## config.mk

```make
export PLATFORM = sky130hd
export DESIGN_NAME = boot_stream_decode
export DESIGN_NICKNAME = d
export VERILOG_FILES = /design/src/flash_boot_pkg.sv /design/src/boot_stream_decode.sv
export SDC_FILE = /design/constraint.sdc
export NUM_CORES = 1
export LEC_CHECK = 0
export ABC_CLOCK_PERIOD_IN_PS = 3000
export BUFFER_PORTS_ARGS = -buffer_cell sky130_fd_sc_hd__buf_2
export CORE_AREA = 2 2 104 106
export CTS_CLUSTER_DIAMETER = 30
export DETAILED_ROUTE_END_ITERATION = 8
export DIE_AREA = 0 0 106 108
export PLACE_DENSITY = 0.55
export SLEW_MARGIN = 10
export SYNTH_ARGS = -nofsm -noshare
export SYNTH_HDL_FRONTEND = slang
export SYNTH_SLANG_ARGS = --single-unit
```

## constraint.sdc

```tcl
create_clock -name clk -period 3 [get_ports clk]
set_input_delay 0.15 -clock clk [delete_from_list [all_inputs] [get_ports clk]]
set_output_delay 0.15 -clock clk [all_outputs]
set_load 0.02 [all_outputs]
```

## src/flash_boot_pkg.sv

```systemverilog
/* flash boot loader shared definitions
   FSM states, stream opcodes, flash command constants and I/O addresses */

package flash_boot_pkg;

  // ==============================
  // flash fetch sequencer states
  // ==============================
  typedef enum logic [2:0] {
    ST_IDLE     = 3'd0,  // boot finished, flash released
    ST_CMD      = 3'd1,  // send read opcode
    ST_ADDR_HI  = 3'd2,  // sector byte
    ST_ADDR_MID = 3'd3,
    ST_ADDR_LO  = 3'd4,
    ST_DUMMY    = 3'd5,  // fast-read dummy byte
    ST_STREAM   = 3'd6   // continuous read of the boot stream
  } boot_state_e;

  // ==============================
  // boot stream interpreter modes
  // ==============================
  typedef enum logic [2:0] {
    MODE_CMD      = 3'd0,  // next byte is a command
    MODE_CODE_WR  = 3'd1,  // bytes build code words
    MODE_DATA_WR  = 3'd2,  // bytes build data words
    MODE_DEST_LO  = 3'd3,
    MODE_DEST_HI  = 3'd4,
    MODE_LEN_LO   = 3'd5,
    MODE_LEN_HI   = 3'd6
  } boot_mode_e;

  // top two bits of a command byte
  typedef enum logic [1:0] {
    OP_DATA0 = 2'b00,
    OP_DATA1 = 2'b01,
    OP_RATE  = 2'b10,  // set SCLK divisor
    OP_CTRL  = 2'b11   // address, length or end
  } stream_op_e;

  localparam logic [7:0] FAST_READ_CMD = 8'h0B;
  localparam logic [2:0] FMT_OFF       = 3'd0;  // CS# high
  localparam logic [2:0] FMT_STREAM    = 3'd2;  // CS# held low between bytes
  localparam logic [3:0] RATE_POR      = 4'h7;  // SCLK divisor out of reset

  localparam logic [2:0] IO_ADDR_FLASH   = 3'd3;
  localparam logic [2:0] IO_ADDR_BOOTING = 3'd5;

endpackage

```

## src/boot_stream_decode.sv

```systemverilog
/* boot stream decoder
   clears both RAMs, then turns flash stream bytes into RAM writes */

`timescale 1ns/100ps

module boot_stream_decode #(
  parameter int CODE_SIZE = 10,
  parameter int WIDTH     = 18
) (
  input  logic             clk,
  input  logic             arstn,
  input  logic             i_byte_stb,
  input  logic [7:0]       i_f_din,
  output logic             o_clear_busy,
  output logic             o_end_stb,
  output logic             o_p_reset,
  output logic [3:0]       o_f_rate,
  output logic             o_code_wr,
  output logic             o_data_wr,
  output logic [15:0]      o_dest,
  output logic [WIDTH-1:0] o_word
);

  import flash_boot_pkg::*;

  boot_mode_e           mode;
  stream_op_e           op;
  logic [CODE_SIZE-1:0] clr_count;  // words left to clear
  logic [15:0]          length;     // words in run minus one
  logic [1:0]           bytes;      // bytes per word minus one
  logic [1:0]           byte_cnt;
  logic                 bump_dest;

  assign op = stream_op_e'(i_f_din[7:6]);

  always_ff @(posedge clk or negedge arstn) begin
    if (!arstn) begin
      o_clear_busy <= 1'b1;
      clr_count    <= '1;
      mode         <= MODE_CMD;
      length       <= 16'd0;
      bytes        <= 2'd0;
      byte_cnt     <= 2'd0;
      o_dest       <= 16'd0;
      o_word       <= '0;  // zero is what the clear phase writes
      o_code_wr    <= 1'b0;
      o_data_wr    <= 1'b0;
      bump_dest    <= 1'b0;
      o_end_stb    <= 1'b0;
      o_p_reset    <= 1'b1;
      o_f_rate     <= RATE_POR;
    end else begin
      o_code_wr <= 1'b0;  // strobes
      o_data_wr <= 1'b0;
      bump_dest <= 1'b0;
      o_end_stb <= 1'b0;
      if (bump_dest) begin
        o_dest <= o_dest + 16'd1;  // one cycle after the write
      end

      // ==============================
      // RAM clear
      // ==============================
      if (o_clear_busy) begin
        o_code_wr <= 1'b1;
        o_data_wr <= 1'b1;
        bump_dest <= 1'b1;
        if (clr_count != '0) begin
          clr_count <= clr_count - 1'b1;
        end else begin
          o_clear_busy <= 1'b0;
        end

      // ==============================
      // stream interpreter
      // ==============================
      end else if (i_byte_stb) begin
        case (mode)
          MODE_CMD: begin
            case (op)
              OP_CTRL: begin
                if (i_f_din[5]) begin
                  o_end_stb <= 1'b1;
                  o_p_reset <= i_f_din[4];
                end else begin
                  case (i_f_din[1:0])
                    2'b01:   mode <= MODE_DEST_HI;
                    2'b00:   mode <= MODE_DEST_LO;
                    2'b11:   mode <= MODE_LEN_HI;
                    default: mode <= MODE_LEN_LO;
                  endcase
                end
              end
              OP_RATE: o_f_rate <= i_f_din[3:0];
              default: begin  // data run
                mode     <= i_f_din[2] ? MODE_DATA_WR : MODE_CODE_WR;
                bytes    <= i_f_din[1:0];
                byte_cnt <= i_f_din[1:0];
              end
            endcase
          end
          MODE_CODE_WR, MODE_DATA_WR: begin
            o_word <= {o_word[WIDTH-9:0], i_f_din};  // high byte first
            if (byte_cnt != 2'd0) begin
              byte_cnt <= byte_cnt - 2'd1;
            end else begin
              byte_cnt  <= bytes;
              o_code_wr <= (mode == MODE_CODE_WR);
              o_data_wr <= (mode == MODE_DATA_WR);
              bump_dest <= 1'b1;
              if (length != 16'd0) begin
                length <= length - 16'd1;
              end else begin
                mode <= MODE_CMD;  // run done
              end
            end
          end
          MODE_DEST_HI: begin
            o_dest[15:8] <= i_f_din;
            mode         <= MODE_DEST_LO;
          end
          MODE_DEST_LO: begin
            o_dest[7:0] <= i_f_din;
            mode        <= MODE_CMD;
          end
          MODE_LEN_HI: begin
            length[15:8] <= i_f_din;
            mode         <= MODE_LEN_LO;
          end
          MODE_LEN_LO: begin
            length[7:0] <= i_f_din;
            mode        <= MODE_CMD;
          end
          default: mode <= MODE_CMD;
        endcase
      end
    end
  end

endmodule

```

==> results.sh <==
export IMPL_postSynth_asyncResetShare_pct=100
export IMPL_io_pins=54
export IMPL_cts_resized=0
export IMPL_outcome="finished clean"
export IMPL_cts_tree="yes"
export IMPL_yosysUniqueCellTypes=58
export IMPL_finalSetupTns_ps=0
export IMPL_n_fill_cell=1008
export IMPL_fin_crit_sh_pct=89.4
export IMPL_met1Wirelength_um=4510
export IMPL_min_from="i_byte_stb"
export IMPL_synth_edf_count=0
export IMPL_hpwl_um=6470
export IMPL_worstSetupStartpointType="flip-flop"
export IMPL_synth_fp_nets=427
export IMPL_path_clk_slew_ps=90
export IMPL_vias=3212
export IMPL_cp_buffers_inverters=1
export IMPL_pre_cts_ws_ps=366
export IMPL_worstPathRequired_ps=3240
export IMPL_gp_congestion=0.810
export IMPL_cp_slowest_stage_delay_ps=580
export IMPL_cp_max_fo=15
export IMPL_wl_met3_um=340
export IMPL_min_period_ps=2680
export IMPL_diodes=0
export IMPL_syn_to_final_growth_pct=15.4
export IMPL_synth_area_top_cells="dfrtp_1 (39%), dfstp_2 (9.8%), mux2_2 (5.6%)"
export IMPL_drt_pass1_iter_count=4
export IMPL_tightest_slew_ps=957
export IMPL_postSynthAreaPerCell_um2=9.78
export IMPL_cp_startpoint="length[0]"
export IMPL_route_top_layer_used="met4"
export IMPL_fp_dieW_um=106
export IMPL_critical_path_class="reg -> reg"
export IMPL_r2r_start="length[0]"
export IMPL_die_y_um=108
export IMPL_clock_fmax_mhz=373
export IMPL_yosys_warnings=0
export IMPL_min_path_type="in -> reg"
export IMPL_netlist_area_mm2=0.00400
export IMPL_rsz0062_at_grt="no"
export IMPL_critPathTopFamily="compound AO/OA/AOI/OAI gates"
export IMPL_clock_sinks=77
export IMPL_drive_gt1_share_pct=25.9
export IMPL_dieArea_mm2=0.0114
export IMPL_seq_area_frac_synth_pct=48.6
export IMPL_clockBufferDepth=2
export IMPL_skew_ps=11.0
export IMPL_path_cells="inv_1 > ha_1 > or3b_1 > o41a_4 > o211ai_2 > a21oi_1 > a21o_1"
export IMPL_grt_max_degree=78
export IMPL_hold_viol=0
export IMPL_synth_top_cells_by_count="dfrtp_1 (62), nor2_1 (51), a21oi_1 (35), o21ai_0 (31), nand2_1 (27)"
export IMPL_yosysTopAreaCellShare_pct=38.8
export IMPL_peakVddDrop_mv=0.511
export IMPL_wire_per_inst_um=15.7
export IMPL_maxCapViolations=0
export IMPL_p_leak_nw=1.99
export IMPL_slew_viol_final=0
export IMPL_p_per_area_mw_per_mm2=951
export IMPL_layout_nets=480
export IMPL_postSynthCellCount=409
export IMPL_initial_core_util_pct=39.1
export IMPL_synthFlopType="dfrtp_1"
export IMPL_slowest_stage="o41a_4"
export IMPL_grt_pass1_vias=3012
export IMPL_viasPerCell=5.33
export IMPL_yosysMostFrequentCell="dfrtp_1"
export IMPL_synth_seq_cells=77
export IMPL_ant_nets=0
export IMPL_std_cell_rows=37
export IMPL_cts_buffers=9
export IMPL_grt_overflow_total=0
export IMPL_clock_root_buffer="clkbuf_8"
export IMPL_yosysTopAreaCell="dfrtp_1"
export IMPL_h_tree_depth=3
export IMPL_layout_setup_ws_ps=318
export IMPL_wl_met2_um=4530
export IMPL_drc=0
export IMPL_post_cts_setup_buffers=0
export IMPL_core_area_mm2=0.0102
export IMPL_antenna_found_initial=0
export IMPL_crit_arrival_ps=2920
export IMPL_drt_iter0_drc=249
export IMPL_grt_pass1_wl_um=15500
export IMPL_slew_headroom_pct=36.2
export IMPL_routed_wl_um=9490
export IMPL_clkLatencyLatePin_ps=350
export IMPL_setup_viol=0
export IMPL_crit_path_end_kind="flip-flop"
export IMPL_grtUsageTotal_pct=17.5
export IMPL_portBuffers=53
==> where the power goes <==
group	switching (mW)	internal (mW)	leakage, nW
Sequential	0.359	1.42	0.880
Clock	0.419	0.398	0.103
Combinational	1.07	0.730	1.01
==> timing repair <==
| item | in CTS | in global routing |
|---|---|---|
| hold buffers | 1 | 0 |
| hold endpoints to repair | 42 | 0 |
| endpoints found under the setup margin | 0 | 0 |
==> worst register-to-register path, stage by stage, from the launching register on <==
cell,delay (ps)
dfrtp_1,390
inv_1,120
ha_1,220
or3b_1,500
o41a_4,580
o211ai_2,490
a21oi_1,80
a21o_1,200
==> layout by cell type (no fill, tap or decap), types with 10 or more instances in the layout <==
cell,synthesis,routed
dfrtp_1,62,62
dfstp_2,15,15
buf_2,1,52
nand3_1,16,16
nor3_1,10,10
nand2_1,27,27
inv_1,11,11
nor2_1,51,51
o21ai_0,31,30
xor2_1,13,13
mux2_2,20,20
a21oi_1,35,35
==> per-stage QoR <==
| step | area, µm² | std cells | utilization [%] | hold WS (ps) | power [mW] |
|---|---|---|---|---|---|
| floorplan | 4000 | 409 | - | -146 | 3.05 |
| detailed placement | 4400 | 586 | 43.0 | 371 | 3.60 |
| finish | 4620 | 603 | 45.1 | 117 | 4.39 |
| global placement | 4400 | 586 | 43.0 | 372 | 3.56 |
| CTS | 4620 | 603 | 45.1 | 110 | 4.43 |
| global route | 4620 | 603 | 45.1 | 124 | 4.72 |
==> sequential cells by signal (all words and copies together), names as in the netlist <==
name / flops
bump_dest: 1
byte_cnt: 2
bytes: 2
clr_count: 10
length: 16
mode: 3
o_clear_busy: 1
o_code_wr: 1
o_data_wr: 1
o_dest: 16
o_end_stb: 1
o_f_rate: 4
o_p_reset: 1
o_word: 18
==> cell families (layout without fill, tap and decap cells) <==
logic type / count (synthesis) / after routing / synth area share, %
multiplexers: 26 / 26 / 7.19
adder cells (fa/ha/maj): 7 / 7 / 2.19
buffers and inverters: 27 / 85 / 2.66
AND/OR/NAND/NOR: 151 / 151 / 18.9
XOR/XNOR: 22 / 22 / 4.82
flip-flops: 77 / 77 / 48.6
AO/OA/AOI/OAI: 99 / 99 / 15.7
==> path summary, 6_finish.rpt <==
| path | slack (ps) | depth (start not counted) | to |
|---|---|---|---|
| max | 320 | 7 | length[0] |
| min reg2reg | 490 | 2 | o_f_rate[0] |
| max in group asynchronous | 1880 | 2 | o_dest[13] |
| min in group asynchronous | 480 | 2 | o_word[8] |
| min | 120 | 2 | o_data_wr |
| max reg2reg | 320 | 7 | length[0] |
==> cell type report <==
type / instances / area [µm²] / share of cell area, %
Clock buffer: 9 / 124 / 2.68
Timing Repair Buffer: 58 / 308 / 6.66
Inverter: 11 / 41.3 / 0.894
Clock inverter: 7 / 80.1 / 1.73
Tap cell: 136 / 170 / 3.68
Sequential cell: 77 / 1950 / 42.1
Multi-Input combinational cell: 305 / 1950 / 42.2
==> metal layers <==
metal,global-route usage (%),up-vias
met5,0,-
met4,5.45,0
met3,3.07,10
met2,27.5,59
met1,24.7,1582
li1,-,1561
No activity file was read; power rests on OpenSTA's default activity.
