===== src/flash_boot_pkg.sv =====
/* flash boot loader shared definitions
   FSM states, stream opcodes, flash command constants and I/O addresses */

package flash_boot_pkg;

  // ==============================
  // flash fetch sequencer states
  // ==============================
  typedef enum logic [2:0] {
    ST_IDLE     = 3'd0,  // boot finished, flash released
    ST_CMD      = 3'd1,  // send read opcode
    ST_ADDR_HI  = 3'd2,  // sector byte
    ST_ADDR_MID = 3'd3,
    ST_ADDR_LO  = 3'd4,
    ST_DUMMY    = 3'd5,  // fast-read dummy byte
    ST_STREAM   = 3'd6   // continuous read of the boot stream
  } boot_state_e;

  // ==============================
  // boot stream interpreter modes
  // ==============================
  typedef enum logic [2:0] {
    MODE_CMD      = 3'd0,  // next byte is a command
    MODE_CODE_WR  = 3'd1,  // bytes build code words
    MODE_DATA_WR  = 3'd2,  // bytes build data words
    MODE_DEST_LO  = 3'd3,
    MODE_DEST_HI  = 3'd4,
    MODE_LEN_LO   = 3'd5,
    MODE_LEN_HI   = 3'd6
  } boot_mode_e;

  // top two bits of a command byte
  typedef enum logic [1:0] {
    OP_DATA0 = 2'b00,
    OP_DATA1 = 2'b01,
    OP_RATE  = 2'b10,  // set SCLK divisor
    OP_CTRL  = 2'b11   // address, length or end
  } stream_op_e;

  localparam logic [7:0] FAST_READ_CMD = 8'h0B;
  localparam logic [2:0] FMT_OFF       = 3'd0;  // CS# high
  localparam logic [2:0] FMT_STREAM    = 3'd2;  // CS# held low between bytes
  localparam logic [3:0] RATE_POR      = 4'h7;  // SCLK divisor out of reset

  localparam logic [2:0] IO_ADDR_FLASH   = 3'd3;
  localparam logic [2:0] IO_ADDR_BOOTING = 3'd5;

endpackage


===== src/flash_fetch_seq.sv =====
/* flash fetch sequencer
   sends the fast-read header, then pulls stream bytes for the decoder */

`timescale 1ns/100ps

module flash_fetch_seq #(
  parameter logic [7:0] BASEBLOCK = 8'h00
) (
  input  logic       clk,
  input  logic       arstn,
  input  logic       i_f_ready,
  input  logic       i_clear_busy,
  input  logic       i_end_stb,
  output logic       o_f_wr,
  output logic [7:0] o_f_dout,
  output logic       o_format_stream,
  output logic       o_byte_stb,
  output logic       o_booting
);

  import flash_boot_pkg::*;

  boot_state_e state;
  logic        f_ok;  // a new transfer may start

  // one pulse per transfer, never back to back
  assign f_ok      = i_f_ready & ~o_f_wr & ~i_clear_busy;
  assign o_booting = (state != ST_IDLE);

  // ==============================
  // header and stream transfers
  // ==============================
  always_ff @(posedge clk or negedge arstn) begin
    if (!arstn) begin
      state           <= ST_CMD;
      o_f_wr          <= 1'b0;
      o_f_dout        <= 8'h00;
      o_format_stream <= 1'b0;
      o_byte_stb      <= 1'b0;
    end else begin
      o_f_wr     <= 1'b0;  // strobes
      o_byte_stb <= 1'b0;
      if (i_end_stb) begin
        state           <= ST_IDLE;  // release the flash
        o_format_stream <= 1'b0;
      end else if (f_ok && state != ST_IDLE) begin
        o_f_wr          <= 1'b1;
        o_format_stream <= 1'b1;
        case (state)
          ST_CMD: begin
            o_f_dout <= FAST_READ_CMD;
            state    <= ST_ADDR_HI;
          end
          ST_ADDR_HI: begin
            o_f_dout <= BASEBLOCK;  // 64KB sector
            state    <= ST_ADDR_MID;
          end
          ST_ADDR_MID: begin
            o_f_dout <= 8'h00;
            state    <= ST_ADDR_LO;
          end
          ST_ADDR_LO: begin
            o_f_dout <= 8'h00;
            state    <= ST_DUMMY;
          end
          ST_DUMMY: begin
            o_f_dout <= 8'h00;
            state    <= ST_STREAM;
          end
          ST_STREAM: begin
            // each transfer hands the byte already received to the decoder
            o_f_dout   <= 8'h00;
            o_byte_stb <= 1'b1;
          end
          default: begin
            state <= ST_IDLE;
          end
        endcase
      end
    end
  end

endmodule


===== config.mk =====
export PLATFORM = sky130hd
export DESIGN_NAME = flash_fetch_seq
export DESIGN_NICKNAME = d
export VERILOG_FILES = /design/src/flash_boot_pkg.sv /design/src/flash_fetch_seq.sv
export SDC_FILE = /design/constraint.sdc
export NUM_CORES = 1
export LEC_CHECK = 0
export ABC_AREA = 1
export BUFFER_PORTS_ARGS = -buffer_cell sky130_fd_sc_hd__buf_4
export CAP_MARGIN = 15
export CORE_AREA = 2 2 39 41
export DETAILED_ROUTE_END_ITERATION = 16
export DIE_AREA = 0 0 41 43
export GPL_TIMING_DRIVEN = 0
export PLACE_DENSITY = 0.59
export SKIP_LAST_GASP = 1
export SLEW_MARGIN = 10
export SYNTH_ARGS = -nofsm -noshare
export SYNTH_HDL_FRONTEND = slang
export SYNTH_SLANG_ARGS = --single-unit

===== constraint.sdc =====
create_clock -name clk -period 3.75 [get_ports clk]
set_clock_uncertainty 0.05 [all_clocks]
set_input_delay 0.5625 -clock clk [delete_from_list [all_inputs] [get_ports clk]]
set_output_delay 0.5625 -clock clk [all_outputs]
set_load 0.01 [all_outputs]

==> key figures, run 1 <==
Outcome
  – Status: finished, final reports clean

Die
  – Die Outline Area: 1760 µm²
  – Height of the die: 43 µm
  – Placeable core region: between 1000 and 1500 µm²
  – Total I/O pin count: 17
  – Number of standard-cell rows in the floorplan: 14
  – Overall die width: between 40 and 50 µm
  – Initial core utilization: 0.359

Clock network
  – Maximum buffer depth of the clock tree: 2
  – Clock root buffer: sky130_fd_sc_hd__clkbuf_4
  – Post-CTS Hold Fix Bufs: 0
  – Clock latency on the worst-skew pair: 0.25 ns
  – Number of cells upsized or downsized after cts: 0
  – CTS tree: built
  – Clock-pin slew on the worst setup and hold paths: 0.05 ns
  – Post-CTS Setup Inserts: 0
  – TritonCTS sink count: 7
  – Num CTS Buffers: 3
  – Htree depth: 1

Yosys
  – Average footprint of a synthesized cell: 7.53 µm²
  – Warnings, synthesis: 0
  – Register area share after synthesis: 0.355
  – Register bit count reported by yosys: 7
  – Synthesized instance count: 66
  – Number of library cell types mapped by synthesis: 19
  – Cell area after synthesis: around 500 µm²

Worst setup path
  – Arr. time, crit path: around 1.1 ns
  – Crit path required time: 3.14 ns
  – Sort of element at the start of the critical path: register
  – Kind of end point of the critical path: output pin
  – Crit Path Max Fanout: 10
  – Class of the most critical setup path: reg -> out
  – List of cells traversed by the critical path: buf_6 > inv_2 > nand3_2 > buf_4
  – Critical Path Slowest Stage Cell: sky130_fd_sc_hd__dfstp_2
  – Slowest cell delay on critical path: between 0.5 and 0.6 ns

Global route
  – Largest net degree at the start of global routing: 11
  – Overall overflow remaining after global route: 0
  – Number of antenna violations at the first check in global routing: 0
  – Via count of the first global-routing pass: around 380
  – Global-route wire length before repair: 1480 µm
  – Total routing usage reported by global routing: 0.130

Power
  – Worst supply voltage drop on vdd: 0.192 mV
  – Static Leakage: approximately 0.36 nW
  – Sum of internal, switching and leakage power: about 0.00016 W
  – Power density relative to cell area: about 250 nW/µm²

Timing
  – Final period util: 0.468
  – Total negative slack: 0 ns
  – Minimum clock period: around 1.8 ns
  – Fin. max-slew vios: 0
  – Maximum frequency from static timing analysis: 0.570 GHz
  – # setup viols final: 0
  – RSZ-0062 raised after global routing: false
  – Final hold vios: 0

Min path
  – Class of the tightest hold or removal check: in -> async

Routing
  – Number of antenna-violating nets in the routed design: 0
  – Number of DRC violations after detailed routing: 0
  – Routed vias: 435
  – Wire length per cell: 8.40 µm
  – Drt first pass iters: 4
  – Routed via count divided by cell count: 4.31
  – Drt initial violations: 3
  – Post-Route WL: 848 µm

Placed design
  – Count of port buffers added during placement: 11
  – Placer's final routability congestion estimate: 0.801
  – Post-detail-place hpwl: 685 µm

Final layout
  – Fillers: 147
  – Count of antenna diodes in the layout: 0
  – Fraction of final layout cells sized beyond drive strength 1: 0.388
  – Net count of the finished layout: 92
  – Utilization after layout: 0.463
  – Combined area of the multi-input logic cells: 229 µm²
  – Area delta synth->final: 29.0%
  – Reg area: 176 µm²
  – Commonest non-fill, non-tap cells in the layout: 18 x sky130_fd_sc_hd__buf_4, 15 x sky130_fd_sc_hd__nand2_1, 9 x sky130_fd_sc_hd__nor2_1
  – Most common cell after layout, fill and taps aside: sky130_fd_sc_hd__buf_4

Job
  – Number of maximum-capacitance constraint violations: 0
routing by layer:
| metal | vias up | global-route usage | share of wire |
|---|---|---|---|
| li1 | 234 | - | - |
| met1 | 184 | 0.157 | 0.39 |
| met2 | 17 | 0.188 | 0.52 |
| met3 | 0 | 0.0942 | 0.090 |
| met4 | 0 | 0.0200 | 0 |
| met5 | - | 0 | 0 |
state kept, by name, indices dropped and copies added, names as in the netlist:
name	cells
o_f_dout	1
o_format_stream	1
state	3
o_byte_stb	1
o_f_wr	1
worst max-delay path, delay by kind of cell (launching register included):
family / cells / cell delay (ns)
buffers and inverters: 3 / 0.29
DFF: 1 / 0.52
and+or+nand+nor: 1 / 0.08
cell type report:
class | instances | area share
buffer | 9 | 0.117
clock buffer | 4 | 0.0410
inverter | 7 | 0.0488
multi-input combinational | 47 | 0.357
sequential | 7 | 0.275
tap | 16 | 0.0313
timing repair buffer | 11 | 0.129
synthesized netlist by cell type:
library cell               instances  area [µm²]
sky130_fd_sc_hd__ha_1              1        12.5
sky130_fd_sc_hd__nand2_2           2        12.5
sky130_fd_sc_hd__buf_4             7        52.6
sky130_fd_sc_hd__a31oi_1           1        6.26
sky130_fd_sc_hd__nor3_1            2        10.0
sky130_fd_sc_hd__o21ai_0           1        5.00
sky130_fd_sc_hd__nand3b_1          1        7.51
sky130_fd_sc_hd__nor2_2            1        6.26
sky130_fd_sc_hd__clkinv_4          1        8.76
sky130_fd_sc_hd__dfstp_2           1        26.3
sky130_fd_sc_hd__dfrtp_1           6         150
sky130_fd_sc_hd__nand2_1          15        56.3
sky130_fd_sc_hd__nand3_2           3        30.0
sky130_fd_sc_hd__buf_6             2        22.5
sky130_fd_sc_hd__inv_1             4        15.0
sky130_fd_sc_hd__nand3_1           6        30.0
sky130_fd_sc_hd__inv_2             2        7.51
sky130_fd_sc_hd__nor2_1            9        33.8
sky130_fd_sc_hd__conb_1            1        3.75
stage by stage:
step                      setup WS, ns  cell area, µm²  hold slack, ns  std cells
after global routing              1.93             641          0.0589        101
final                             1.99             641          0.0651        101
after floorplan                   2.38             512           0.217         70
after global placement            2.26             614           0.330         97
after detailed placement          2.26             614           0.329         97
after CTS                         1.98             641          0.0606        101
kinds of logic (layout without fill, tap and decap cells):
family                   count (synthesis)  count (layout)  synth area share
buffers and inverters                   16              31             0.214
AO/OA/AOI/OAI                            2               2            0.0227
AND/OR/NAND/NOR                         39              39             0.375
flip-flops                               7               7             0.355
adder cells (fa/ha/maj)                  1               1            0.0252
other                                    1               5           0.00755
report_power, final:
| part | internal [W] | switching [W] | leakage (nW) |
|---|---|---|---|
| Clock | 0.0000405 | 0.0000261 | 0.0150 |
| Sequential | 0.0000762 | 0.000000397 | 0.0937 |
| Combinational | 0.00000920 | 0.00000858 | 0.247 |
| Total | 0.000126 | 0.0000350 | 0.356 |
final timing paths:
kind	from	endpoint	slack, ns	cells after the start
setup / recovery	state[0]	o_booting	1.99	4
min in group clk	i_end_stb	o_format_stream	0.42	2
setup reg to reg	state[1]	state[2]	2.46	8
hold / removal	arstn	o_f_dout[1]	0.07	1
max in group asynchronous	arstn	state[0]	3.38	1
hold reg to reg	o_format_stream	o_format_stream	0.45	2
No activity file was read; power rests on OpenSTA's default activity.
==> inputs of run 2 (changes only) <==
- PLACE_DENSITY: 0.59 -> 0.62
- clock period: 3.75 -> 1.61 ns (I/O delays scaled with it)
==> key figures, run 2 (synthesis results as in run 1) <==
Outcome
  – Status: finished, final reports clean

Final layout
  – Fillers: 143
  – Max reg flops: 3
  – Area delta synth->final: 31.0%
  – Register containing the most flip-flops in the final layout: state
  – Fraction of final layout cells sized beyond drive strength 1: 0.384
  – Net count of the finished layout: 93
  – Commonest non-fill, non-tap cells in the layout: 18 x sky130_fd_sc_hd__buf_4, 15 x sky130_fd_sc_hd__nand2_1, 9 x sky130_fd_sc_hd__nor2_1
  – Most common cell after layout, fill and taps aside: sky130_fd_sc_hd__buf_4
  – Post-route cell area: approximately 650 µm²
  – Number of non-filler instances in the completed layout: 102
  – Count of antenna diodes in the layout: 0

Clock network
  – Maximum buffer depth of the clock tree: 2
  – Num CTS Buffers: 3
  – CTS tree: built
  – Clock latency on the worst-skew pair: 0.25 ns
  – Htree depth: 1
  – Post-CTS Setup Inserts: 0
  – TritonCTS sink count: 7
  – Clock-pin slew on the worst setup and hold paths: 0.05 ns
  – Clock root buffer: sky130_fd_sc_hd__clkbuf_4

Global route
  – Overall overflow remaining after global route: 0
  – Largest net degree at the start of global routing: 11
  – Number of antenna violations at the first check in global routing: 0
  – Total routing usage reported by global routing: 0.141
  – Via count of the first global-routing pass: 388
  – Global-route wire length before repair: 1600 µm

Worst setup path
  – Reg-to-Reg Start: state[1]
  – Class of the most critical setup path: reg -> out
  – Crit path required time: between 1 and 1.5 ns
  – Slowest cell delay on critical path: 0.52 ns
  – Capture instance of the worst register-to-register path: state[1]
  – Kind of end point of the critical path: output pin
  – Crit Path Max Fanout: 10
  – List of cells traversed by the critical path: buf_6 > inv_2 > nand3_2 > buf_4
  – Cell count of the worst reg-to-reg path: 8
  – Sort of element at the start of the critical path: register
  – Critical Path Slowest Stage Cell: sky130_fd_sc_hd__dfstp_2
  – Reg-to-reg slack, setup: 0.34 ns
  – Arr. time, crit path: 1.13 ns

Timing
  – Crit path setup slack, layout: 0.190 ns
  – Final hold vios: 0
  – Final period util: 0.882
  – Minimum clock period: 1.42 ns
  – # setup viols final: 0
  – Maximum frequency from static timing analysis: a little over 0.7 GHz
  – Worst Hold Slack: 0.104 ns
  – Fin. max-slew vios: 0
  – RSZ-0062 raised after global routing: false
  – Total negative slack: 0 ns

Routing
  – Routed vias: 435
  – Routed via count divided by cell count: about 4.3
  – Wire length per cell: 8.77 µm
  – Drt initial violations: 3
  – Drt first pass iters: 4
  – Number of antenna-violating nets in the routed design: 0
  – Post-Route WL: between 800 and 900 µm
  – Number of DRC violations after detailed routing: 0

Power
  – Power density relative to cell area: between 500 and 600 nW/µm²
  – Static Leakage: roughly 0.36 nW
  – Worst supply voltage drop on vdd: approximately 0.48 mV

Min path
  – End point of the worst hold path: o_format_stream
  – Count of cells along the worst hold path: 2
  – Class of the tightest hold or removal check: in -> reg
  – Launch point of the worst hold path: i_end_stb

Die
  – Initial core utilization: 0.359
  – Placeable core region: 1380 µm²
  – Die Outline Area: roughly 1800 µm²
  – Overall die width: 41 µm
  – Number of standard-cell rows in the floorplan: 14
  – Total I/O pin count: 17
  – Height of the die: 43 µm

Placed design
  – Post-detailed-placement cell area: 614 µm²
  – Count of port buffers added during placement: 11
  – Placed insts: between 90 and 100
  – Worst slack at placement: between 0.3 and 0.4 ns
  – Post-detail-place hpwl: 721 µm
  – Placer's final routability congestion estimate: ~0.68

Job
  – Number of maximum-capacitance constraint violations: 0
-- run 2: cell type report --
class / instances / area (µm²) / share of cell area
Buffer: 9 / 75.1 / 0.115
Clock buffer: 4 / 26.3 / 0.0404
Inverter: 7 / 31.3 / 0.0481
Multi-Input combinational cell: 47 / 229 / 0.352
Sequential cell: 7 / 176 / 0.271
Tap cell: 16 / 20.0 / 0.0308
Timing Repair Buffer: 12 / 92.6 / 0.142
-- run 2: per-layer routing --
layer | part of all wire | wire length (µm) | track usage
met1 | 0.40 | 362 | 0.145
met2 | 0.51 | 459 | 0.213
met5 | 0 | 0 | 0
met4 | 0 | 0 | 0.0600
met3 | 0.082 | 73 | 0.0942
-- run 2: through the flow --
| step | utilization | total power, W |
|---|---|---|
| CTS | 0.470 | 0.000384 |
| floorplan | - | 0.000206 |
| global placement | 0.444 | 0.000222 |
| detailed placement | 0.444 | 0.000223 |
| global route | 0.470 | 0.000413 |
| finish | 0.470 | 0.000378 |
-- run 2: worst max path at each step --
| stage | from | endpoint | slack [ns] | cells after the start |
|---|---|---|---|---|
| after floorplan | state[1] | state[1] | 0.41 | 8 |
| after global placement | state[1] | state[1] | 0.33 | 8 |
| after detailed placement | state[1] | state[0] | 0.34 | 8 |
| after CTS | state[0] | o_booting | 0.17 | 4 |
| after global routing | state[0] | o_booting | 0.11 | 4 |
| final | state[0] | o_booting | 0.19 | 4 |
-- run 2: repair_timing --
| item | in CTS | in global routing |
|---|---|---|
| endpoints found under the hold margin | 7 | 0 |
| hold buffers | 1 | 0 |
| gates resized for setup | 0 | 0 |
-- run 2: power breakdown --
| group | total (W) | internal, W | switching [W] |
|---|---|---|---|
| registers | 0.000178 | 0.000177 | 0.00000103 |
| logic | 0.0000434 | 0.0000230 | 0.0000204 |
| clock network | 0.000156 | 0.0000943 | 0.0000615 |
| total | 0.000378 | 0.000295 | 0.0000829 |
-- run 2: worst max-delay path, delay by kind of cell (launching register included) --
family,cells,cell delay [ns]
DFF,1,0.52
buffers and inverters,3,0.29
and+or+nand+nor,1,0.08
